[src/dcache_pkg.sv]
`default_nettype none

package dcache_pkg;

    localparam int ADDR_W = 32;
    localparam int DATA_W = 64;
    localparam int BYTE_BITS = 3;   // byte within a word
    localparam int WORD_BITS = 3;   // word within a line
    localparam int SET_BITS = 4;    // set index
    localparam int TAG_W = ADDR_W - SET_BITS - WORD_BITS - BYTE_BITS;
    localparam int LINE_WORDS = 1 << WORD_BITS;
    localparam int SETS = 1 << SET_BITS;

    typedef logic [ADDR_W-1:0] addr_t;
    typedef logic [DATA_W-1:0] word_t;
    typedef logic [TAG_W-1:0] tag_t;
    typedef logic [SET_BITS-1:0] set_idx_t;
    typedef logic [WORD_BITS-1:0] word_idx_t;

    // access is 2**size bytes
    typedef logic [1:0] size_t;

    // miss handling sequence
    // a dirty miss walks through the write-back states before the refill
    typedef enum logic [2:0] {
        ST_IDLE    = 3'd0,  // hits served here
        ST_WB_ADDR = 3'd1,  // victim address on aw
        ST_WB_DATA = 3'd2,  // victim beats on w
        ST_WB_RESP = 3'd3,  // wait for b
        ST_RF_ADDR = 3'd4,  // refill address on ar
        ST_RF_DATA = 3'd5   // refill beats on r
    } ctrl_state_t;

endpackage

`default_nettype wire
[src/dcache_mem_port.sv]
`default_nettype none
`timescale 1ns/1ns

module dcache_mem_port (
    input  logic                  clk,
    input  logic                  reset,
    input  dcache_pkg::addr_t     req_addr,
    input  dcache_pkg::tag_t      victim_tag,
    input  logic                  capture,
    input  logic                  beat_start_wb,
    input  logic                  beat_start_rf,
    input  logic                  beat_step,
    output dcache_pkg::set_idx_t  miss_set,
    output dcache_pkg::tag_t      miss_tag,
    output dcache_pkg::word_idx_t bus_word,
    output dcache_pkg::addr_t     awaddr,
    output dcache_pkg::addr_t     araddr,
    output logic                  wlast
);
    import dcache_pkg::*;

    addr_t miss_addr;
    word_idx_t beat;

    assign miss_set = miss_addr[BYTE_BITS + WORD_BITS +: SET_BITS];
    assign miss_tag = miss_addr[ADDR_W-1 -: TAG_W];
    assign bus_word = beat;

    // victim line base, then critical word of the miss
    assign awaddr = {victim_tag, miss_set, {(WORD_BITS + BYTE_BITS){1'b0}}};
    assign araddr = {miss_addr[ADDR_W-1:BYTE_BITS], {BYTE_BITS{1'b0}}};
    assign wlast = (beat == word_idx_t'(LINE_WORDS - 1));

    always_ff @(posedge clk) begin
        if (capture) begin
            miss_addr <= req_addr;
        end
    end

    always_ff @(posedge clk) begin
        if (reset) begin
            beat <= '0;
        end else if (beat_start_wb) begin
            beat <= '0;                                 // write-back goes in order
        end else if (beat_start_rf) begin
            beat <= miss_addr[BYTE_BITS +: WORD_BITS];  // wrap from critical word
        end else if (beat_step) begin
            beat <= beat + 1'b1;                        // modulo line size
        end
    end

endmodule

`default_nettype wire

[config.mk]
export PLATFORM = sky130hd
export DESIGN_NAME = dcache_mem_port
export DESIGN_NICKNAME = d
export VERILOG_FILES = /design/src/dcache_pkg.sv /design/src/dcache_mem_port.sv
export SDC_FILE = /design/constraint.sdc
export NUM_CORES = 1
export LEC_CHECK = 0
export ABC_AREA = 1
export BUFFER_PORTS_ARGS = -buffer_cell sky130_fd_sc_hd__buf_4
export CAP_MARGIN = 30
export CORE_UTILIZATION = 36
export CTS_BUF_LIST = sky130_fd_sc_hd__clkbuf_2
export DETAILED_ROUTE_END_ITERATION = 6
export PLACE_DENSITY = 0.82
export SYNTH_ARGS = -nofsm -noshare
export SYNTH_HDL_FRONTEND = slang
export SYNTH_SLANG_ARGS = --single-unit
[constraint.sdc]
create_clock -name clk -period 1.4 [get_ports clk]
set_input_delay 0.07 -clock clk [delete_from_list [all_inputs] [get_ports clk]]
set_output_delay 0.07 -clock clk [all_outputs]
set_load 0.005 [all_outputs]
# After elaboration in Yosys (flattened, before gate mapping)
# Cells that the tools add are included.
[op_classes]
n_addsub = 1
n_eq_ne = 1
muxes = 2
reduce_logical = 2
[ops]
columns = ["operator", "n"]
rows = [
  ["$mux 3", 2],
  ["$add 3x1->3 const B", 1],
  ["$eq 3x3->1 const B", 1],
  ["$reduce_bool 2->1", 1],
  ["$reduce_or 2->1", 1],
]
[totals]
ff_bits = 35
in_bits = 60
output_inout_bits = 94
word_cells = 8

# Depth between registers and ports, before layout
[logic_depth]
word_depth = 3
depth_mapped = 6
ltp_nobuf = 6

# Worst setup path before layout
# OpenSTA, ideal clock, no wires.
[synth_timing]
path_type = "register to register"
from = "reg beat[0], in the netlist bus_word[0]"
to = "reg beat[2], in the netlist bus_word[2]"
setup_time_ns = 0.109
arrival_ns = 0.987
required_ns = 1.291
slack_ns = 0.304
stages_incl_launch_ff = 7
path_buffers = 0
synth_period_minus_slack_ns = 1.096
cell_sequence = "dfxtp_1 > ha_1 > ha_1 > nand3_1 > nand3_1 > nand2_1 > inv_1"
[synth_via]
elab_chain_len = 3
[synth_rtl]
columns = ["element", "line_no", "source"]
rows = [
  ["start: declaration", "dcache_mem_port.sv:23", "word_idx_t beat;"],
  ["start signal: assignment", "dcache_mem_port.sv:46", "beat <= miss_addr[BYTE_BITS +: WORD_BITS];"],
  ["start signal: assignment", "dcache_mem_port.sv:48", "beat <= beat + 1'b1;"],
  ["$add 3x1->3", "dcache_mem_port.sv:48", ""],
  ["$mux 3", "dcache_mem_port.sv:47", "end else if (beat_step) begin"],
  ["$mux 3", "dcache_mem_port.sv:45", "end else if (beat_start_rf) begin"],
]
# Every way passes these cells. The select of a mux whose other input is x is not followed.
# A chain may end at the register's enable or synchronous reset.

# Worst setup path after layout
[layout_timing]
from = "reg beat[0], in the netlist bus_word[0]"
to = "out wlast"
[layout_via]
elab_chain_len = 1
[layout_rtl]
columns = ["element", "line_no", "source"]
rows = [
  ["$eq 3x3->1", "dcache_mem_port.sv:32", "assign wlast = (beat == word_idx_t'(LINE_WORDS - 1));"],
  ["end: declaration", "dcache_mem_port.sv:18", "output logic wlast"],
]
# Every way passes these cells.

==> flow_summary.json <==
{
  "cts_root_buffer": "sky130_fd_sc_hd__clkbuf_2",
  "timing.critical_path.fanout_max": 4,
  "share_of_cell_area_taken_by_muxes_after_synthesis": 0,
  "critical_path_class": "register to output port",
  "chipHeight_um": 66.69,
  "timing.fmax_ghz": 0.7903,
  "detail_route.first_pass.iterations": 6,
  "maxCapViolCount": 0,
  "hold_path_start": "beat_start_rf",
  "p_leak_nw": 1.047,
  "post_synth_instance_area_um2": 1506,
  "synth_top_family_by_area": "buffers and inverters",
  "final_cell_area_um2": 2212,
  "detail_route.drc_violations": 0,
  "die_w_um": 66.69,
  "synth_simple_gate_area_share": 0.04900,
  "synth_fa_ha_area_frac": 0.01661,
  "antenna_found_initial": 0,
  "i_o_pins": 154,
  "antenna_violating_nets_post_route": 0,
  "grt_max_degree": 30,
  "placed_cells_incl_taps": 211,
  "row_count": 23,
  "synth.lib_cells_used.distinct": 10,
  "status": "finished clean",
  "nNetsFinal": 261,
  "fp.dieArea_um2": 4448,
  "groute.usage.overall": 0.1376,
  "syn-instance-count": 117,
  "cts.sinks": 32,
  "startpoint": "bus_word[0]",
  "max-vdd-ir-drop_mv": 0.6220,
  "syn-mean-instance-area_um2": 12.88,
  "portBuffers": 97,
  "worst_hold_slack_ns": 0.05908,
  "wl_per_cell_um": 12.35,
  "post-route-util": 0.5530,
  "layout-drive-gt1-share": 0.5126,
  "hold_violations": 0,
  "reg2reg_from": "bus_word[0]",
  "timing.final.crit_share": 0.9039,
  "detail_route.wirelength_um": 3075,
  "setup-tns-final_ns": 0,
  "grt_pass1_vias": 929,
  "core-area_um2": 4000,
  "worst_ep_arrival_time_ns": 1.20,
  "worstSetupEndpointType": "output port",
  "clock_tree_from_tritoncts": "yes",
  "clkTransAtPathRegs_ns": 0.14,
  "finish.cell_count_without_fillers": 249,
  "regToRegSetupSlack_ns": 0.24,
  "first_iter_violations": 18,
  "maxSlewViolCount": 0,
  "finalWeightedCongestion": 0.6392,
  "area_growth_syn_to_layout_pct": 46.84,
  "vias": 1011,
  "floorplan.initialDensity": 0.3766,
  "rsz0062_at_grt": "no",
  "synth_compound_area_frac": 0,
  "antenna_cells_inserted": 0,
  "cp_data_required_time_ns": 1.33,
  "power_per_cell_area_nw_per_um2": 881.8,
  "min_path_type": "primary input to register",
  "worst_setup_path_start_kind": "register",
  "yosys_register_bits": 32,
  "cts.repair.resized": 0,
  "grt-ovfl-total": 0,
  "yosys.area_share.xor_xnor": 0,
  "ys_warn_count": 0,
  "setup_viol": 0,
  "detail_route.vias_per_cell": 4.060,
  "final.setup_skew_ns": 0.003361,
  "cts-buffers-inserted": 5,
  "clock_latency_ns": 0.33,
  "synth-seq-area-share": 0.6179,
  "clock_tree.buffer_depth": 2,
  "ctsHtreeMaxLevel": 2,
  "grt_first_pass_wirelength_um": 4298,
  "dpl-instance-area_um2": 1869,
  "timing.final.crit_period_ns": 1.265
}
## synth_stat cells, drive strengths merged
cell type  number  area, um2
inv             4      15.01
conb            1      3.750
buf            61      457.9
nand3           5      25.02
ha              2      25.02
nand3b          1      7.510
dfxtp           3      60.06
nor2            2      7.510
edfxtp         29      870.8
nand2           9      33.78
## metrics by stage
| step | setup WS (ns) | total power, mW |
|---|---|---|
| 6_report | 0.1346 | 1.951 |
| 5_1_grt | 0.01091 | 2.073 |
| 4_1_cts | 0.07490 | 1.985 |
| 3_5_place_dp | 0.2677 | 1.522 |
| 3_3_place_gp | 0.2930 | 1.514 |
| 2_1_floorplan | 0.3038 | 1.381 |
## cell usage in the layout (no fill, tap or decap)
master and n:
sky130_fd_sc_hd__buf_4 97, sky130_fd_sc_hd__nand3b_1 1, sky130_fd_sc_hd__nand2_1 9, sky130_fd_sc_hd__clkbuf_2 5, sky130_fd_sc_hd__edfxtp_1 29, sky130_fd_sc_hd__clkinv_1 2, sky130_fd_sc_hd__nor2_1 2, sky130_fd_sc_hd__inv_1 4
sky130_fd_sc_hd__nand3_1 5, sky130_fd_sc_hd__dlygate4sd3_1 31, sky130_fd_sc_hd__ha_1 2, sky130_fd_sc_hd__conb_1 9, sky130_fd_sc_hd__dfxtp_1 3
## kinds of logic after synthesis
group | count (synthesis)
flip-flops | 32
buffers and inverters | 65
AND/OR/NAND/NOR | 17
other | 1
adder cells (fa/ha/maj) | 2
## repair_timing
item                       CTS  global route
setup buffers                0             0
hold endpoints to repair    32             0
hold buffers                31             0
setup endpoints to repair    0             0
## worst max-delay path, stage by stage (launching register included)
cell and delay (ns):
sky130_fd_sc_hd__dfxtp_1 0.36, sky130_fd_sc_hd__ha_1 0.20, sky130_fd_sc_hd__ha_1 0.18, sky130_fd_sc_hd__buf_4 0.13
## path summary, 6_finish.rpt
| check | to | cells after the start |
|---|---|---|
| worst max register to register | bus_word[2] | 6 |
| worst max-delay path | wlast | 3 |
| worst min-delay path | bus_word[1] | 5 |
| worst min register to register | bus_word[1] | 4 |
## registers in the layout, indices dropped and copies added, names as in the netlist
name / count
bus_word: 3
miss_addr: 29
## where the power goes
group | switching [mW] | total [mW] | internal, mW
logic | 0.127 | 0.405 | 0.278
clock network | 0.278 | 0.381 | 0.103
registers | 0.0427 | 1.16 | 1.12
## cell type report
type / count / area, um2
Inverter: 4 / 15.01
Sequential cell: 32 / 930.9
Clock inverter: 2 / 7.507
Timing Repair Buffer: 128 / 1039
Clock buffer: 5 / 25.02
Tap cell: 50 / 62.56
Multi-Input combinational cell: 28 / 132.6
Fill cell: 321 / 1788
## routing by layer
metal,up-vias,global-route usage,share of wire
li1,476,-,-
met1,456,0.1331,0.33
met2,71,0.2475,0.56
met3,8,0.05308,0.093
met4,0,0.07447,0.019
met5,-,0,0
Power figures use the tool's default switching activity.
