==> src/dcache_pkg.sv <==
`default_nettype none

package dcache_pkg;

    localparam int ADDR_W = 32;
    localparam int DATA_W = 64;
    localparam int BYTE_BITS = 3;   // byte within a word
    localparam int WORD_BITS = 3;   // word within a line
    localparam int SET_BITS = 4;    // set index
    localparam int TAG_W = ADDR_W - SET_BITS - WORD_BITS - BYTE_BITS;
    localparam int LINE_WORDS = 1 << WORD_BITS;
    localparam int SETS = 1 << SET_BITS;

    typedef logic [ADDR_W-1:0] addr_t;
    typedef logic [DATA_W-1:0] word_t;
    typedef logic [TAG_W-1:0] tag_t;
    typedef logic [SET_BITS-1:0] set_idx_t;
    typedef logic [WORD_BITS-1:0] word_idx_t;

    // access is 2**size bytes
    typedef logic [1:0] size_t;

    // miss handling sequence
    // a dirty miss walks through the write-back states before the refill
    typedef enum logic [2:0] {
        ST_IDLE    = 3'd0,  // hits served here
        ST_WB_ADDR = 3'd1,  // victim address on aw
        ST_WB_DATA = 3'd2,  // victim beats on w
        ST_WB_RESP = 3'd3,  // wait for b
        ST_RF_ADDR = 3'd4,  // refill address on ar
        ST_RF_DATA = 3'd5   // refill beats on r
    } ctrl_state_t;

endpackage

`default_nettype wire
==> src/dcache_ctrl.sv <==
`default_nettype none
`timescale 1ns/1ns

module dcache_ctrl (
    input  logic clk,
    input  logic reset,
    input  logic dcache_enable,
    input  logic wrn,           // 1 write, 0 read
    input  logic hit,
    input  logic victim_dirty,
    input  logic awready,
    input  logic wready,
    input  logic wlast,
    input  logic bvalid,
    input  logic arready,
    input  logic rvalid,
    input  logic rlast,
    output logic awvalid,
    output logic wvalid,
    output logic arvalid,
    output logic rready,
    output logic capture,
    output logic beat_start_wb,
    output logic beat_start_rf,
    output logic beat_step,
    output logic fill_start,
    output logic fill_write,
    output logic fill_done,
    output logic mark_dirty,
    output logic clean,
    output logic write_done,
    output logic dcache_valid
);
    import dcache_pkg::*;

    ctrl_state_t state;
    ctrl_state_t state_next;

    logic in_idle;
    logic req_hit;
    logic req_miss;

    assign in_idle = (state == ST_IDLE);
    assign req_hit = in_idle && dcache_enable && hit;
    assign req_miss = in_idle && dcache_enable && !hit;

    // pipeline answers
    assign dcache_valid = req_hit && !wrn;
    assign write_done = req_hit && wrn;
    assign mark_dirty = write_done;         // byte merge at next edge

    assign capture = req_miss;
    assign beat_start_wb = req_miss && victim_dirty;

    // bus handshake side, straight from the state
    assign awvalid = (state == ST_WB_ADDR);
    assign wvalid = (state == ST_WB_DATA);
    assign arvalid = (state == ST_RF_ADDR);
    assign rready = (state == ST_RF_DATA);

    assign beat_step = (wvalid && wready) || (rready && rvalid);
    assign clean = wvalid && wready && wlast;      // victim fully written out
    assign fill_start = arvalid && arready;        // new tag, line invalid
    assign beat_start_rf = fill_start;             // counter to critical word
    assign fill_write = rready && rvalid;
    assign fill_done = fill_write && rlast;

    always_comb begin
        state_next = state;
        case (state)
            ST_IDLE: begin
                if (req_miss) begin
                    state_next = victim_dirty ? ST_WB_ADDR : ST_RF_ADDR;
                end
            end
            ST_WB_ADDR: begin
                if (awready) begin
                    state_next = ST_WB_DATA;
                end
            end
            ST_WB_DATA: begin
                if (wready && wlast) begin
                    state_next = ST_WB_RESP;
                end
            end
            ST_WB_RESP: begin
                if (bvalid) begin
                    state_next = ST_RF_ADDR;   // response code not checked
                end
            end
            ST_RF_ADDR: begin
                if (arready) begin
                    state_next = ST_RF_DATA;
                end
            end
            ST_RF_DATA: begin
                if (rvalid && rlast) begin
                    state_next = ST_IDLE;      // request replays as a hit
                end
            end
            default: state_next = ST_IDLE;
        endcase
    end

    always_ff @(posedge clk) begin
        if (reset) begin
            state <= ST_IDLE;
        end else begin
            state <= state_next;
        end
    end

endmodule

`default_nettype wire

==> config.mk <==
export PLATFORM = sky130hd
export DESIGN_NAME = dcache_ctrl
export DESIGN_NICKNAME = d
export VERILOG_FILES = /design/src/dcache_pkg.sv /design/src/dcache_ctrl.sv
export SDC_FILE = /design/constraint.sdc
export NUM_CORES = 1
export LEC_CHECK = 0
export BUFFER_PORTS_ARGS = -buffer_cell sky130_fd_sc_hd__buf_2
export CORE_AREA = 2 2 39 41
export CTS_CLUSTER_DIAMETER = 200
export CTS_CLUSTER_SIZE = 30
export DETAILED_ROUTE_END_ITERATION = 10
export DIE_AREA = 0 0 41 43
export SYNTH_ARGS = -nofsm -noshare
export SYNTH_HDL_FRONTEND = slang
export SYNTH_SLANG_ARGS = --single-unit
==> constraint.sdc <==
create_clock -name clk -period 2.7 [get_ports clk]
set_input_delay 0.27 -clock clk [delete_from_list [all_inputs] [get_ports clk]]
set_output_delay 0.27 -clock clk [all_outputs]
set_load 0.02 [all_outputs]
# ---- Word-level counts from Yosys, hierarchy flattened
# Cells that the tools add are included.
dict set report totals {
  latchBits 0
  out_inout_bits 15
  mem_bits_rw 0
  memories 0
  wordCells 38
  inputBits 13
  ff_bits 3
  mem_bits_ro 0
}
dict set report op_classes {
  bitwise_logic 0
  shifts 0
  order_cmp 0
  n_mul 0
  div 0
  n_addsub 0
  n_mux 8
  n_eq_ne 11
  reduce_logical 18
}
# cell n
set ops {}
lappend ops {{$mux 3} 7}
lappend ops {{$pmux 3 s6} 1}
lappend ops {{$logic_and 1x1->1} 13}
lappend ops {{$eq 3x2->1 const B} 2}
lappend ops {{$eq 3x3->1 const B} 2}
lappend ops {{$ne 2x1->1 const B} 3}
lappend ops {{$ne 2x2->1 const B} 3}
lappend ops {{$reduce_and 6->1} 1}
lappend ops {{$eq 3x1->1 const B} 1}
lappend ops {{$logic_not 3->1} 1}
lappend ops {{$logic_not 1->1} 2}
lappend ops {{$logic_or 1x1->1} 1}

# ---- Depth between registers and ports, before layout
dict set report depth {
  ltp_word 5
  depth_mapped 6
  ltp_nobuf 5
}

# ---- Worst setup path after synthesis
# No wires, ideal clock.
dict set report synth_timing {
  kind {register to output}
  from {register state[0]}
  to {output port beat_step}
  arrival_time_ns 1.371
  setup_slack_ns 1.059
  n_path_buf 1
  path_stages_with_launch 6
  cell_sequence {dfxtp_1 > buf_4 > nand2b_2 > nor2_1 > and2_1 > a21o_1}
}
dict set report synth_between {
  elab_chain_len 3
  elab_cells_between_ends 5
}
# item line_no
set synth_lines {}
lappend synth_lines {{from (decl)} dcache_ctrl.sv:36} ;# ctrl_state_t state;
lappend synth_lines {{from (signal assigned)} dcache_ctrl.sv:109} ;# state <= state_next;
lappend synth_lines {{$eq 3x3->1} dcache_ctrl.sv:59} ;# assign rready = (state == ST_RF_DATA);
lappend synth_lines {{net rready} dcache_ctrl.sv:21} ;# output logic rready,
lappend synth_lines {{$logic_and 1x1->1} -}
lappend synth_lines {{net fill_write} dcache_ctrl.sv:27} ;# output logic fill_write,
lappend synth_lines {{$logic_or 1x1->1} dcache_ctrl.sv:61} ;# assign beat_step = (wvalid && wready) || (rready && rvalid);
lappend synth_lines {{to (decl)} dcache_ctrl.sv:25} ;# output logic beat_step,
# The timed path passes the listed nets, and every way through them passes these cells.

# ---- Final worst setup path
dict set report layout_timing {
  from {register state[1]}
  to {output port beat_start_wb}
}
dict set report layout_between {
  elab_chain_len 4
}
# item line_no
set layout_lines {}
lappend layout_lines {{$logic_not 3->1} dcache_ctrl.sv:43} ;# assign in_idle = (state == ST_IDLE);
lappend layout_lines {{$logic_and 1x1->1 (2 in series)} dcache_ctrl.sv:45} ;# assign req_miss = in_idle && dcache_enable && !hit;
lappend layout_lines {{$logic_and 1x1->1} dcache_ctrl.sv:53} ;# assign beat_start_wb = req_miss && victim_dirty;
lappend layout_lines {{to (decl)} dcache_ctrl.sv:23} ;# output logic beat_start_wb,
# Every way passes these cells.

==> key figures <==
Place
  • Placed instance count: 90
  • Dpl hpwl: 741 um
  • IO Port Bufs: 27
  • GPL Wtd Cong: 0.768

GRT
  • Initial antenna violation count: 0
  • Total gr overflow: 0
  • Vias in the first global route: 391
  • Largest net degree at the start of global routing: 14
  • First-pass GRT wire length: 1.52 mm
  • GRT Total Usage: 0.130

Drt
  • DRT iter0 DRCs: 4
  • Final wirelength: 964 um
  • # DRC: 0
  • First-pass DRT Iterations: 4
  • Via count: 468
  • Final ANT Viol Nets: 0
  • Mean routed wirelength per cell: 10.3 um
  • Vias/cell: 4.98

Critical path
  • R2r setup slk: 1.21 ns
  • CP max FO: 13
  • Reg-to-reg endpoint: state[2]
  • Critical Path AT: 1.62 ns
  • Kind of critical path: flop to output port
  • CP Capture Type: output port
  • Setup crit start kind: flop
  • CP max stage delay: 0.56 ns
  • Slowest CP cell: dfxtp_1
  • Worst setup path end: beat_start_wb
  • R2r startpoint: state[1]
  • Critical path cell sequence: nor2_1 -> and3_1 -> and2b_1 -> and2_1 -> buf_2
  • Critical path data required time: 2.43 ns
  • Critical Path Source: state[1]
  • Reg2Reg Depth: 5

Synthesis
  • Post-synth EDFFs: 0
  • Post-synthesis sequential area ratio: 0.163
  • Synth top area cells: dfxtp_1 16%, buf_4 10%, and3_1 8.5%, a21oi_1 6.8%, nor2_1 6.1%
  • Compound-Gate Fraction of Synth Area: 0.276
  • Top FF cell, synth: dfxtp_1
  • XOR/XNOR share of the synthesized area: 0
  • Synthesized netlist cell count: 52
  • Post-Synth Adder-Cell Area: 0
  • Commonest cells in the netlist: 6 x nor2_1, 5 x a21oi_1, 5 x and3_1, 5 x buf_4, 4 x nand2_1
  • Top cell type's share of synthesized area: 0.163
  • Net Count, Synth: 65
  • Mux share of post-synthesis cell area: 0.0272
  • Post-Syn Area: 368 um2
  • Netlist cell types: 24
  • Cell with the most instances after synthesis: nor2_1
  • Yosys reg bits: 3
  • Warnings, synthesis: 0
  • Syn avg cell area: 7.07 um2
  • Async set-reset flop share out of synthesis: 0
  • Largest area contributor in the netlist: dfxtp_1
  • Main combinational cell family by area after synthesis: simple AND/OR/NAND/NOR gates
  • Synth Area in Simple Gates: 0.412

Final layout
  • Area Growth Syn to Fin: 39.1%
  • Biggest regs: state (3)
  • Fraction of layout instances using a drive strength above 1: 0.462
  • Most flop-heavy register: state
  • Area used by multi-input combinational logic: 263 um2
  • Fin nets: 92
  • Finished Layout Cells: 94
  • Largest register FFs: 3
  • N_diodes: 0
  • FF+latch area: 60.1 um2
  • Fill count: 160

STA
  • Post-route clock period utilization: 0.699
  • # setup viols final: 0
  • Final hold violation count: 0
  • TNS Setup: 0 ns
  • RSZ-0062 raised after global routing: false
  • Crit path time final: 1.89 ns
  • Slew @ Worst Pin: 0.410 ns
  • Final Max Tran Viols: 0
  • Max-slew headroom: 0.727
  • Layout Skew: 0.00366 ns
  • F_max: 0.530 GHz

Floorplan
  • Site Rows: 14
  • Die Height: 43 um
  • Die area: 1760 um2
  • IO Pins: 28
  • Initial core utilization: 0.266
  • Die W: 41 um
  • Core outline area: 1380 um2

CTS
  • Clk_lat worst skew: 0.24 ns
  • Setup bufs post-CTS: 0
  • Clk root buf: clkbuf_4
  • CTS tree: built
  • H-tree depth: 1
  • Post-CTS Hold Buffers: 0
  • Inserted Clock Buffers: 3
  • Deepest clock path buffer count: 2
  • Sink Count: 3
  • Clock transition at the registers of the reported paths: 0.04 ns
  • Post-cts sizing count: 0

Run status
  • Status: finished clean

Pwr
  • Power per Cell Area: 479 nW/um2
  • Leakage power: 0.278 nW
  • Max VDD drop: 192 uV

Worst hold path
  • HP Class: input pin to flop

Flow run
  • Max cap viols: 0
cells by family after synthesis:
kind of cell | after synthesis
muxes | 1
AOI/OAI and AO/OA | 15
DFF | 3
buffers and inverters | 7
and+or+nand+nor | 26
routing by layer:
| metal | GRT usage | share of wire |
|---|---|---|
| met5 | 0 | 0 |
| met4 | 0.120 | 0.045 |
| met1 | 0.157 | 0.43 |
| met3 | 0.0366 | 0.083 |
| met2 | 0.175 | 0.44 |
power by group:
| group | leakage, nW | internal [mW] | switching (mW) |
|---|---|---|---|
| sequential | 0.0244 | 0.0493 | 0.0140 |
| combinational | 0.238 | 0.0399 | 0.0571 |
| clock | 0.0150 | 0.0557 | 0.0291 |
through the flow:
stage / instance area (um2) / utilization / hold WS (ns) / setup slack (ns) / power, mW
after detailed placement: 485 / 0.351 / 0.524 / 1.07 / 0.162
final: 512 / 0.370 / 0.268 / 0.813 / 0.245
after global routing: 512 / 0.370 / 0.291 / 0.711 / 0.260
after floorplan: 368 / - / 0.341 / 1.06 / 0.137
after CTS: 512 / 0.370 / 0.263 / 0.808 / 0.249
after global placement: 485 / 0.351 / 0.526 / 1.10 / 0.162
worst max-delay path: cells and delay by family, from the launching register on:
| kind | cells | cell delay (ns) |
|---|---|---|
| buffers and inverters | 1 | 0.15 |
| DFF | 1 | 0.56 |
| and+or+nand+nor | 4 | 0.66 |
how the worst min path moves through the flow:
stage,startpoint,to,slack (ns),cells after the start
after floorplan,reset,state[2],0.34,1
after global placement,reset,state[1],0.53,2
after detailed placement,reset,state[2],0.52,2
after CTS,reset,state[2],0.26,2
after global routing,reset,state[2],0.29,2
final,reset,state[2],0.27,2
layout make-up:
cell class | instances | share of cell area
Multi-Input combinational cell | 42 | 0.513
Clock buffer | 4 | 0.0513
Sequential cell | 3 | 0.117
Timing Repair Buffer | 27 | 0.264
Inverter | 2 | 0.0147
Tap cell | 16 | 0.0391
placed cells by master (no fill, tap or decap), drive strengths merged:
master | Yosys | final
nand2b | 2 | 2
o21ai | 3 | 3
and3 | 5 | 5
nor4 | 1 | 1
a21o | 1 | 1
and2b | 1 | 1
mux2i | 1 | 1
dfxtp | 3 | 3
clkbuf | 0 | 4
nor2 | 6 | 6
a22oi | 1 | 1
a2111oi | 1 | 1
buf | 5 | 27
and2 | 2 | 2
nand2 | 4 | 4
inv | 2 | 2
a311oi | 1 | 1
nor3b | 2 | 2
a21oi | 5 | 5
a31oi | 3 | 3
nor3 | 3 | 3
(Power assumes the default switching activity.)
