===== src/dcache_pkg.sv =====
`default_nettype none

package dcache_pkg;

    localparam int ADDR_W = 32;
    localparam int DATA_W = 64;
    localparam int BYTE_BITS = 3;   // byte within a word
    localparam int WORD_BITS = 3;   // word within a line
    localparam int SET_BITS = 4;    // set index
    localparam int TAG_W = ADDR_W - SET_BITS - WORD_BITS - BYTE_BITS;
    localparam int LINE_WORDS = 1 << WORD_BITS;
    localparam int SETS = 1 << SET_BITS;

    typedef logic [ADDR_W-1:0] addr_t;
    typedef logic [DATA_W-1:0] word_t;
    typedef logic [TAG_W-1:0] tag_t;
    typedef logic [SET_BITS-1:0] set_idx_t;
    typedef logic [WORD_BITS-1:0] word_idx_t;

    // access is 2**size bytes
    typedef logic [1:0] size_t;

    // miss handling sequence
    // a dirty miss walks through the write-back states before the refill
    typedef enum logic [2:0] {
        ST_IDLE    = 3'd0,  // hits served here
        ST_WB_ADDR = 3'd1,  // victim address on aw
        ST_WB_DATA = 3'd2,  // victim beats on w
        ST_WB_RESP = 3'd3,  // wait for b
        ST_RF_ADDR = 3'd4,  // refill address on ar
        ST_RF_DATA = 3'd5   // refill beats on r
    } ctrl_state_t;

endpackage

`default_nettype wire

===== src/dcache_tag_store.sv =====
`default_nettype none
`timescale 1ns/1ns

module dcache_tag_store (
    input  logic                clk,
    input  logic                reset,
    input  dcache_pkg::addr_t    req_addr,
    input  dcache_pkg::set_idx_t miss_set,
    input  dcache_pkg::tag_t     miss_tag,
    input  logic                fill_start,
    input  logic                fill_done,
    input  logic                mark_dirty,
    input  logic                clean,
    output logic                hit,
    output logic                victim_dirty,
    output dcache_pkg::tag_t     victim_tag
);
    import dcache_pkg::*;

    tag_t tag_mem [SETS];
    logic [SETS-1:0] valid;
    logic [SETS-1:0] dirty;

    set_idx_t req_set;
    tag_t req_tag;

    assign req_set = req_addr[BYTE_BITS + WORD_BITS +: SET_BITS];
    assign req_tag = req_addr[ADDR_W-1 -: TAG_W];

    assign hit = valid[req_set] && (tag_mem[req_set] == req_tag);
    assign victim_dirty = valid[req_set] && dirty[req_set];
    assign victim_tag = tag_mem[miss_set];  // for the write-back address

    always_ff @(posedge clk) begin
        if (fill_start) begin
            tag_mem[miss_set] <= miss_tag;
        end
    end

    always_ff @(posedge clk) begin
        if (reset) begin
            valid <= '0;
            dirty <= '0;
        end else begin
            if (fill_start) valid[miss_set] <= 1'b0;   // line invalid while refilling
            if (fill_done) valid[miss_set] <= 1'b1;
            if (clean) dirty[miss_set] <= 1'b0;
            if (mark_dirty) dirty[req_set] <= 1'b1;    // write hit
        end
    end

endmodule

`default_nettype wire


===== config.mk =====
export PLATFORM = sky130hd
export DESIGN_NAME = dcache_tag_store
export DESIGN_NICKNAME = d
export VERILOG_FILES = /design/src/dcache_pkg.sv /design/src/dcache_tag_store.sv
export SDC_FILE = /design/constraint.sdc
export NUM_CORES = 1
export LEC_CHECK = 0
export ABC_AREA = 1
export BUFFER_PORTS_ARGS = -buffer_cell sky130_fd_sc_hd__clkbuf_2
export CORE_UTILIZATION = 30
export CTS_CLUSTER_DIAMETER = 120
export DETAILED_ROUTE_END_ITERATION = 10
export HOLD_SLACK_MARGIN = 0.12
export PLACE_DENSITY_LB_ADDON = 0.1
export SYNTH_ARGS = -nofsm -noshare
export SYNTH_HDL_FRONTEND = slang
export SYNTH_SLANG_ARGS = --single-unit

===== constraint.sdc =====
create_clock -name clk -period 3.1 [get_ports clk]
set_input_delay 0.465 -clock clk [delete_from_list [all_inputs] [get_ports clk]]
set_output_delay 0.465 -clock clk [all_outputs]
set_load 0.01 [all_outputs]

# After elaboration in Yosys (flattened, before gate mapping)

Memory sizes are Yosys's and may differ from the RTL's.
Index checks and enable logic that the tools add are counted.

Bits in registers: 32
RAM bits: 352
Input bits: 64
Output and inout bits: 24
Word-level logic and storage cells: 33
Memories: 1

$lt $le $gt $ge: 4
Eq/ne operators: 1
Multiplexer cells: 16
Bitwise logic cells: 5
Reduce and logical (&&, ||, !) cells: 4

Memories:

| name    | depth | width | read ports | clocked after Yosys merged registers in | wr ports | line                   | source |
|---|---|---|---|---|---|---|---|
| tag_mem | 16    | 22    | 2          | 0                                       | 1        | dcache_tag_store.sv:20 | `tag_t tag_mem [SETS];` |

Operator list:

| operator             | number |
|---|---|
| $mux W16             | 6 |
| $and A16 B16 Y16     | 2 |
| $or A16 B16 Y16      | 2 |
| $eq A22 B22 Y1       | 1 |
| $not A16 Y16         | 1 |
| $lt A4 B5 Y1 const B | 2 |
| $bmux W1 S4          | 2 |
| $demux W1 S4         | 2 |
| $ge A4 B1 Y1 const B | 2 |
| $mux W1              | 6 |
| $logic_and A1 B1 Y1  | 4 |

# Longest topological paths before layout

Gate-level depths: netlist of run 1.

Depth in word-level cells: 10
Mapped depth: 17
Depth with buffers taken out: 15

# Least setup slack after synthesis of run 1

OpenSTA, ideal clock, no wires.

Path type: input to register
From: input port miss_set[0]
To: memory tag_mem[5][0] (netlist bit), enable pin
Setup time: 0.401 ns
Data arrival time: 2.417 ns
Required time: 2.699 ns
Path slack: 0.282 ns
Stages: 8
Buffers on the path: 2
Path through: inv_1 nor2_1 buf_2 buf_2 inv_1 nor2_1 inv_1 nor2_1

RTL lines:

| what        | line                   | source |
|---|---|---|
| from (decl) | dcache_tag_store.sv:8  | `input dcache_pkg::set_idx_t miss_set,` |
| to (decl)   | dcache_tag_store.sv:20 |  |

No word-level cell before the write port.

# Worst setup path in the final report of run 1

From: input port req_addr[6]
To: output port hit

Word-level cells in the longest chain between the ends: 3
Elaborated cells between the ends (all ways): 5
Those cells by class: 1 x eq/ne; 2 x mux; 1 x reduce/logical; 1 x memory

RTL lines:

| what                                           | line                   | source |
|---|---|---|
| from (decl)                                    | dcache_tag_store.sv:7  | `input dcache_pkg::addr_t req_addr,` |
| $mem_v2 Z16 W22 or $bmux W1 S4 (tied branches) | n/a                    |  |
| $eq A22 B22 Y1 or $mux W1 (tied branches)      | dcache_tag_store.sv:30 | `assign hit = valid[req_set] && (tag_mem[req_set] == req_tag);` |
| $logic_and A1 B1 Y1 (*)                        | dcache_tag_store.sv:30 |  |
| to (decl)                                      | dcache_tag_store.sv:14 | `output logic hit,` |

Every way passes the cells marked *; elsewhere a longest branch is shown, timed or not. The select of a mux whose other input is x is not followed.

==> metrics, run 1 <==
status=finished clean; post-synthesis register bit count=384; die width=249 um; EDFF count, synth=352; gr usage total=22.2%; cell taking the most area after synthesis=edfxtp_1; synthesized cell area=around 18,000 um2; # DRC=0; Worst-Skew Late Latency=0.58 ns; share of the synthesized area in the top cell type=57.9%; element type at the critical path end=output pin; final-stage net count=2,119; Bufs and invs on worst path=4; CP Max Fanout=17; Cell Rows=90; commonest cells after routing, fill and taps aside=nand2_1 (825), edfxtp_1 (352), a22oi_1 (180); Routed WL=~70,000 um; initial drt markers=1,529; Pre-Repair DR Iteration Count=6; total CTS buffers=45; global route overflow=0; largest net degree at the start of global routing=49; CTS tree=done; CP Capture Point=hit; Area Overhead vs Synth=21.2%; Worst-Margin Slew=0.752 ns; H-tree depth=2; vias=15,200; Yosys cell types=23; r2r worst-path depth=2; layout cell share with drive strength beyond 1=between 10 and 15%; min Tclk post-route=2.96 ns; Pwr Total=about 12 mW; Initial Utilization=30.3%; vias per cell=5.29; Pleak=8.48 nW; final worst path period share=95.5%; Register Area=11,200 um2; arrival time worst endpoint=2.49 ns; Critical Path, Cell by Cell=buf_6 -> buf_4 -> buf_12 -> nand2_1 -> nand2_1 -> nand2_1 -> nand2_1 -> nand2_1 -> nand2_1 -> nor2_1 -> nand2_1 -> nand2_1 -> nor2_2 -> nand2_1 -> nor2_2 -> nand2_2 -> nor2_4 -> buf_6; CP max stage delay=approximately 0.32 ns; Core Area=~60,000 um2; hpwl dp=between 40,000 and 50,000 um; Placement Cell Area=20,700 um2; Worst Skew=0 ns; HP Class=input port to flip-flop; P per Cell Area=550 nW/um2; slowest CP cell=buf_4; Fmax achieved=338 MHz; syn nets=roughly 2,000; crit-path leading delay family=simple AND/OR/NAND/NOR gates; maxcap violations=0; asr flop ratio synth=0%; routability cong.=0.800; Final Hold Fails=0; RSZ-0062 raised after global routing=false; Reg-to-Reg Start=valid[12]$_SDFF_PP0_; worst reg2reg setup slack=about 2.4 ns; yosys warns=0; fillers=5,893; most frequent CP cell=nand2_1; hold wc startpoint=miss_tag[8]; clock root cell=clkbuf_16; Post-Syn Instances=1,933; first-pass GRT wire length=99,900 um; # diodes=0; VDD IR-drop max=0.340 mV; syn_area_per_cell=about 9.4 um2; Final setup viols=0; CTS Buffer Depth=3; Wirelength per Cell=24.3 um; Max Slew Vio Count=0; Rel. slew slack=49.9%; top cells by area, synth=edfxtp_1 (58%), nand2_1 (17%), a22oi_1 (7.4%); clk sinks=384; vias in the first global route=14,400; Port-buffer cells=81; Post-Layout Inst Area=approximately 22,000 um2; Main synth FF type=edfxtp_1; die area=61,900 um2; Critical Path RT=2.63 ns; CP Launch Type=input port; reg2reg end=valid[12]$_SDFF_PP0_; post-CTS setup buffer count=0; multi-input logic area=6590 um2; Worst path depth=18; initial antenna violation count=1; I/O pin cnt=88; start point of the critical path=req_addr[6]; Detail Route Antenna Nets=0; Worst-path clk slew=0.06 ns; most common cell after layout, fill and taps aside=nand2_1; Die Height=roughly 250 um; post-synthesis sequential area ratio=61.4%; Setup Crit Path Kind=input port to output pin
-- metrics by stage --
| step | hold WS (ns) | instances | TNS [ns] | setup slack, ns | util (%) |
|---|---|---|---|---|---|
| 6_report | 0.295 | 2872 | 0 | 0.141 | 36.7 |
| 5_1_grt | 0.302 | 2872 | 0 | 0.0112 | 36.7 |
| 2_1_floorplan | 0.444 | 1933 | 0 | 0.282 | - |
| 4_1_cts | 0.255 | 2873 | 0 | 0.0333 | 36.7 |
| 3_3_place_gp | 0.459 | 2791 | -0.176 | -0.176 | 34.4 |
| 3_5_place_dp | 0.471 | 2791 | -0.126 | -0.126 | 34.4 |
-- power breakdown --
group	internal, mW	total, mW	switching, mW
Clock	2.89	5.04	2.15
Sequential	5.76	5.81	0.0470
Combinational	0.432	1.33	0.903
Total	9.08	12.2	3.10
-- repair_timing --
action                                  4_1_cts  5_1_grt
endpoints found under the setup margin        1        1
gates cloned                                  0        0
pin swaps                                     0        3
gates resized for setup                       5       15
hold buffers                                  0        0
-- registers in the layout, indices dropped and copies added, names as in the netlist --
name and flops:
tag_mem 352, dirty 16, valid 16
-- logic make-up (layout without fill, tap and decap cells) --
family                 Yosys count  count (layout)  synth area share [%]
AO/OA/AOI/OAI                  369             369                  12.7
AND/OR/NAND/NOR               1018            1018                  22.2
flip-flops                     384             384                  61.4
buffers and inverters          162             319                  3.69
-- per-layer routing --
| layer | GRT usage [%] | share of wire, % | wire length [um] | up-vias |
|---|---|---|---|---|
| li1 | - | - | - | 7006 |
| met1 | 30.7 | 45 | 31100 | 7442 |
| met2 | 36.0 | 47 | 32600 | 603 |
| met3 | 3.03 | 6.1 | 4270 | 126 |
| met4 | 6.85 | 2.7 | 1850 | 2 |
| met5 | 0 | 0.019 | 13 | - |
-- final cells by class --
type                    instances  share of cell area, %
well taps                     782                   4.42
flip-flops and latches        384                   50.6
inverters                      43                  0.763
multi-input cells            1387                   29.8
clock buffers                  62                   5.47
repair buffers                194                   8.27
clock inverters                20                  0.678
-- cell usage after synthesis, types with 4 or more instances --
cell type / count
nand2_1: 829
edfxtp_1: 352
a22oi_1: 180
a21oi_1: 130
nor2_1: 74
nand3_1: 63
clkbuf_1: 61
o21ai_0: 47
buf_2: 46
inv_1: 36
dfxtp_1: 32
or4_1: 22
nand4_1: 18
o21bai_1: 11
buf_1: 10
nor3_1: 7
inv_2: 4
-- how the worst min path moves through the flow --
stage / endpoint / cells past startpoint
after floorplan: dirty[15]$_SDFF_PP0_ / 2
after CTS: tag_mem[4][8]$_DFFE_PP_ / 1
after global routing: tag_mem[5][8]$_DFFE_PP_ / 1
after global placement: valid[15]$_SDFF_PP0_ / 2
final: tag_mem[10][8]$_DFFE_PP_ / 1
after detailed placement: dirty[4]$_SDFF_PP0_ / 2
(Power assumes the default switching activity.)
==> run 2: changes to the inputs <==
==> constraint.sdc (replaced) <==
create_clock -name clk -period 3 [get_ports clk]
set_input_delay 0.45 -clock clk [delete_from_list [all_inputs] [get_ports clk]]
set_output_delay 0.45 -clock clk [all_outputs]
set_load 0.01 [all_outputs]
==> run 2 against run 1 <==
  * Via count is essentially flat
  * Sequential share of layout area decreased by 0.60 points
  * Setup slack lost 0.12 ns
  * Hold slack worse by 0.034 ns
  * Combinational power up 4%
  * Wire length about the same
  * Count of clock-buffer cells in the layout fell by 7
  * Non-clock buffer count is 18 higher
  * Critical endpoint unchanged
  * Largest cell class unchanged
  * Highest routed layer unchanged
==> metrics, run 2 (synthesis gave the netlist of run 1 again) <==
status=finished clean; element type at the critical path end=output pin; HP Class=input port to flip-flop; P_sw=3.26 mW (+4.9%); P per Cell Area=591 nW/um2 (+7.3%); fillers=5,931 (+0.64%); Port-buffer cells=81 (unchanged); die width=249 um (unchanged); Worst Skew=0 ns (unchanged); sw frac=24.6% (-0.87 points); gr usage total=22.2% (-0.023 points); Area Overhead vs Synth=22.7%; hpwl dp=40,700 um (+0.11%); commonest cells after routing, fill and taps aside=nand2_1 (824), edfxtp_1 (352), a22oi_1 (180); initial drt markers=1,381 (-9.7%); H-tree depth=2 (unchanged); hold buffer count at cts=0 (unchanged); maxcap violations=0 (unchanged); Routed WL=69,800 um (about the same); multi-input logic area=6590 um2 (about the same); final worst path period share=99.2%; Initial Utilization=30.3% (unchanged); Fmax achieved=336 MHz; Detail Route Antenna Nets=0 (unchanged); clock root cell=clkbuf_16; Comb power frac=10.4% (-0.6 points); CP Max Fanout=8 (-9); layout cell share with drive strength beyond 1=15.2% (+1.1 points); RSZ-0062 raised after global routing=true; routability cong.=0.778 (-2.7%); vias=15,200 (-0.033%); Pre-Repair DR Iteration Count=5 (-1); CTS tree=done; CTS Buffer Depth=3 (unchanged); Largest Register=tag_mem; Worst-Skew Late Latency=0.57 ns (about the same); final cell count without fillers=2,892 (+0.70%); Max Slew Vio Count=0 (unchanged); # diodes=0 (unchanged); first-pass GRT wire length=100,000 um (+0.11%); hold endpoint=tag_mem[10][8]$_DFFE_PP_; largest net degree at the start of global routing=52 (+6.1%); Inst Count DP=2,805 (+0.50%); Post-Layout Inst Area=22,400 um2 (+1.2%); slowest CP cell=buf_4; Placement Cell Area=20,800 um2 (+0.14%); Worst-path clk slew=0.06 ns (about the same); crit-path leading delay family=simple AND/OR/NAND/NOR gates; clk sinks=384 (unchanged); flip-flop count of the largest register after layout=352 (unchanged); most common cell after layout, fill and taps aside=nand2_1; I/O pin cnt=88 (unchanged); final-stage net count=2,138 (+0.90%); Final Hold Fails=0 (unchanged); Clk network pwr share=44.2% (+2.8 points); Critical Path, Cell by Cell=buf_4 -> buf_4 -> nor2_4 -> buf_4 -> nand2_1 -> nand3_1 -> nand2_1 -> nand2_2 -> buf_4 -> nor2_1 -> nand2_1 -> nand2_1 -> nor2_4 -> nand2_2 -> nor2_4 -> nand2_2 -> nor2_4 -> buf_6; Core Area=60,200 um2 (unchanged); arrival time worst endpoint=2.53 ns (+0.04 ns); Rel. slew slack=52.4% (+2.6 points); CP Launch Type=input port; die area=61,900 um2 (unchanged); Bufs and invs on worst path=5 (+1); vias per cell=5.25 (-0.72%); Critical Path RT=2.55 ns (-0.08 ns); Wirelength per Cell=24.1 um (-0.71%); Reg-to-Reg Start=dirty[8]$_SDFF_PP0_; P_int=9.98 mW (+9.9%); initial antenna violation count=1 (unchanged); Setup Crit Path Kind=input port to output pin; min Tclk post-route=2.98 ns; Pleak=8.66 nW (+2.1%); worst hold slack=0.261 ns (-0.0337 ns); global route overflow=0 (unchanged); Die Height=249 um (unchanged); TNS Setup=0 ns (unchanged); Final setup viols=0 (unchanged); Worst-Margin Slew=0.714 ns (-0.0383 ns); r2r worst-path depth=2 (unchanged); vias in the first global route=14,600 (+1.2%); hold wc startpoint=miss_tag[8]; reg2reg end=dirty[8]$_SDFF_PP0_; Cell Rows=90 (unchanged); worst reg2reg setup slack=2.31 ns (-0.12 ns); VDD IR-drop max=0.405 mV (+19%); # DRC=0 (unchanged); Register Area=11,200 um2 (unchanged); worst hold stages=1 (unchanged); Top Registers=tag_mem x352, dirty x16, valid x16; total CTS buffers=46 (+2.2%); register share of total power=45.3% (-2.4 points); CP max stage delay=0.22 ns (-0.10 ns)
run 2: cell count changes in the layout (fill, tap and decap cells not counted), moves of 2 or more:
cell       change
buf_4         +25
clkbuf_1       -8
buf_12         -6
bufinv_16      +6
clkbuf_16      +2
clkinv_1       +2
clkinv_2       +2
run 2: how the worst max path moves through the flow:
stage                             startpoint                      end  slack [ns]  cells after the start
floorplan                        miss_set[0]  tag_mem[5][0]$_DFFE_PP_        0.20                      8
global placement                 req_addr[7]                      hit       -0.17                     17
detailed placement               req_addr[7]                      hit       -0.15                     17
CTS                              req_addr[7]                      hit       0.002                     16
global route        tag_mem[15][7]$_DFFE_PP_                      hit        -0.1                     15
finish                           req_addr[7]                      hit        0.02                     18
run 2: metrics by stage:
stage / utilization (%) / power, mW / setup slack (ns)
finish: 37.2 / 13.2 / 0.0226
detailed placement: 34.5 / 7.48 / -0.147
global route: 37.2 / 13.7 / -0.0978
CTS: 37.1 / 13.4 / 0.00221
global placement: 34.5 / 7.48 / -0.175
floorplan: - / 6.77 / 0.197
run 2: repair_timing:
item,CTS,global route
cloned,0,0
pin swaps,0,10
endpoints found under the setup margin,1,1
setup buffers,0,3
gates resized for setup,8,10
run 2: final cells by class:
| class | instances | share of cell area [%] |
|---|---|---|
| well taps | 782 | 4.37 |
| clock buffers | 55 | 5.43 |
| inverters | 43 | 0.743 |
| repair buffers | 212 | 8.42 |
| multi-input cells | 1387 | 29.4 |
| clock inverters | 29 | 1.57 |
| flip-flops and latches | 384 | 50.0 |
run 2: worst reg2reg max path, cell delays in order (launching register included):
cell and delay, ns:
dfxtp_1 0.35, o21ai_0 0.09, a21oi_1 0.16
run 2: routing by layer:
layer | routed length (um) | up-vias | GRT usage (%) | share of wire (%)
met1 | 31000 | 7460 | 30.1 | 44
met2 | 32900 | 564 | 36.5 | 47
met5 | 13 | - | 0 | 0.019
met4 | 1620 | 2 | 6.09 | 2.3
li1 | - | 7048 | - | -
met3 | 4220 | 100 | 3.76 | 6.0
run 2: power groups by stage:
stage               Combinational [mW]  Clock [mW]  Sequential (mW)
global placement                  1.37           0             6.11
global route                      1.49        6.17             6.01
finish                            1.38        5.86             6.00
detailed placement                1.37           0             6.11
CTS                               1.38        5.98             6.00
floorplan                        0.672           0             6.10
==> run 3: changes to the inputs <==
--- a/config.mk
+++ b/config.mk
@@ -6,7 +6,8 @@
 export NUM_CORES = 1
 export LEC_CHECK = 0
 export ABC_AREA = 1
-export BUFFER_PORTS_ARGS = -buffer_cell sky130_fd_sc_hd__clkbuf_2
+export BUFFER_PORTS_ARGS = -buffer_cell sky130_fd_sc_hd__buf_2
+export CORE_MARGIN = 2
 export CORE_UTILIZATION = 30
 export CTS_CLUSTER_DIAMETER = 120
 export DETAILED_ROUTE_END_ITERATION = 10
==> run 3 against run 2 <==
  * Clock skew stayed put
  * Largest power group unchanged
  * Total power is 0.53% lower
  * Sequential power hardly changed
==> metrics, run 3 (synthesis gave the netlist of run 1 again) <==
Worst Skew=0 ns (unchanged); hpwl dp=41,900 um (+2.9%); CTS tree=done; die area=62,900 um2 (+1.6%); total CTS buffers=46 (unchanged); hold buffer count at cts=0 (unchanged); Detail Route Antenna Nets=0 (unchanged); CP Max Fanout=7 (-1); vias=15,400 (+1.3%); gr usage total=22.2% (+0.064 points); final worst path period share=99.7% (+0.44 points); element type at the critical path end=output pin; Rel. slew slack=41.7% (-11 points); vias in the first global route=14,800 (+1.1%); Worst-Margin Slew=0.872 ns (+0.158 ns); slowest CP cell=o21bai_4; Area Overhead vs Synth=23.1%; Pleak=8.70 nW (+0.42%); HP Class=input port to flip-flop; Fmax achieved=334 MHz (-0.44%); clock root cell=clkbuf_16; Core Area=60,200 um2 (unchanged); Largest Register=tag_mem; Cell Rows=90 (unchanged); # DRC=0 (unchanged); Bufs and invs on worst path=5 (unchanged); CP Launch Type=input port; most frequent CP cell=nand2_1; arrival time worst endpoint=2.54 ns (about the same); CTS Buffer Depth=3 (unchanged); Final setup viols=0 (unchanged); Final Hold Fails=0 (unchanged); Worst-Skew Late Latency=0.57 ns (about the same); Initial Utilization=30.3% (unchanged); min Tclk post-route=2.99 ns (+0.0132 ns); first-pass GRT wire length=102,000 um (+1.7%); Post-Layout Inst Area=22,500 um2 (+0.38%); Pre-Repair DR Iteration Count=5 (unchanged); Max Slew Vio Count=0 (unchanged); clk sinks=384 (unchanged); Critical Path, Cell by Cell=buf_8 -> inv_8 -> nor2_4 -> buf_4 -> buf_4 -> nand2_1 -> nand3_1 -> nand2_1 -> nand2_1 -> o21bai_4 -> nand2_1 -> nor2_1 -> nand2_1 -> nor2_2 -> nand2_2 -> nor2_4 -> buf_6; crit-path leading delay family=simple AND/OR/NAND/NOR gates; RSZ-0062 raised after global routing=true; layout cell share with drive strength beyond 1=15.3% (+0.15 points); vias per cell=5.32 (+1.3%); status=finished clean; I/O pin cnt=88 (unchanged); VDD IR-drop max=0.347 mV (-14%); Routed WL=70,500 um (+1.1%); Setup Crit Path Kind=input port to output pin; routability cong.=0.806 (+3.6%); flip-flop count of the largest register after layout=352 (unchanged); die width=251 um (+0.80%); setup slack at placement=-0.270 ns (-0.124 ns); most common cell after layout, fill and taps aside=nand2_1; H-tree depth=2 (unchanged); CP max stage delay=0.21 ns (about the same); Worst-path clk slew=0.06 ns (about the same); Top Registers=tag_mem x352, dirty x16, valid x16; initial drt markers=1,641 (+19%); largest net degree at the start of global routing=60 (+15%); Placement Cell Area=20,800 um2 (+0.31%); initial antenna violation count=1 (unchanged); Final WS setup=0.00939 ns (-0.0132 ns); commonest cells after routing, fill and taps aside=nand2_1 (823), edfxtp_1 (352), a22oi_1 (180); # diodes=0 (unchanged); maxcap violations=0 (unchanged); final-stage net count=2,142 (+0.19%); fillers=5,956 (+0.42%); Wirelength per Cell=24.4 um (+1.1%); Die Height=251 um (+0.80%); global route overflow=0 (unchanged); P per Cell Area=585 nW/um2 (-0.90%); Critical Path RT=2.55 ns (about the same); Port-buffer cells=81 (unchanged)
run 3: layout make-up:
type	count	area (um2)	share of cell area [%]
clock buffers	51	1190	5.30
flip-flops and latches	384	11200	49.9
inverters	43	171	0.762
repair buffers	216	2000	8.89
clock inverters	28	334	1.49
multi-input cells	1387	6600	29.4
well taps	782	978	4.35
run 3: per-layer routing:
| layer | up-vias | wire (um) | global-route usage, % |
|---|---|---|---|
| met2 | 634 | 33000 | 36.4 |
| li1 | 7045 | - | - |
| met1 | 7547 | 30800 | 30.0 |
| met4 | 0 | 2240 | 7.58 |
| met3 | 146 | 4410 | 3.54 |
| met5 | - | 0 | 0 |
run 3: timing repair:
item	CTS	global route
gates resized for setup	10	14
pin swaps	1	11
buffers inserted	2	2
cloned	1	0
endpoints found under the setup margin	1	1
run 3: through the flow:
stage / power [mW] / utilization [%] / hold slack, ns / setup TNS, ns / std cells
2_1_floorplan: 6.77 / - / 0.444 / 0 / 1933
3_3_place_gp: 7.50 / 34.6 / 0.459 / -0.276 / 2807
3_5_place_dp: 7.50 / 34.6 / 0.467 / -0.270 / 2807
4_1_cts: 13.3 / 37.2 / 0.219 / 0 / 2889
5_1_grt: 13.6 / 37.3 / 0.246 / -0.0720 / 2891
6_report: 13.2 / 37.3 / 0.249 / 0 / 2891
run 3: path summary, 6_finish.rpt:
kind | start | end | slack [ns] | cells past startpoint
min reg2reg | dirty[9]$_SDFF_PP0_ | dirty[9]$_SDFF_PP0_ | 0.47 | 2
min | miss_tag[4] | tag_mem[2][4]$_DFFE_PP_ | 0.25 | 1
max | req_addr[6] | hit | 0.009 | 17
max reg2reg | valid[12]$_SDFF_PP0_ | valid[12]$_SDFF_PP0_ | 2.35 | 2
run 3: where the power goes:
part           switching [mW]  leakage [nW]  internal, mW
combinational           0.941          4.51         0.470
sequential             0.0483          3.44          5.95
clock                    2.24         0.749          3.52
total                    3.23          8.70          9.94
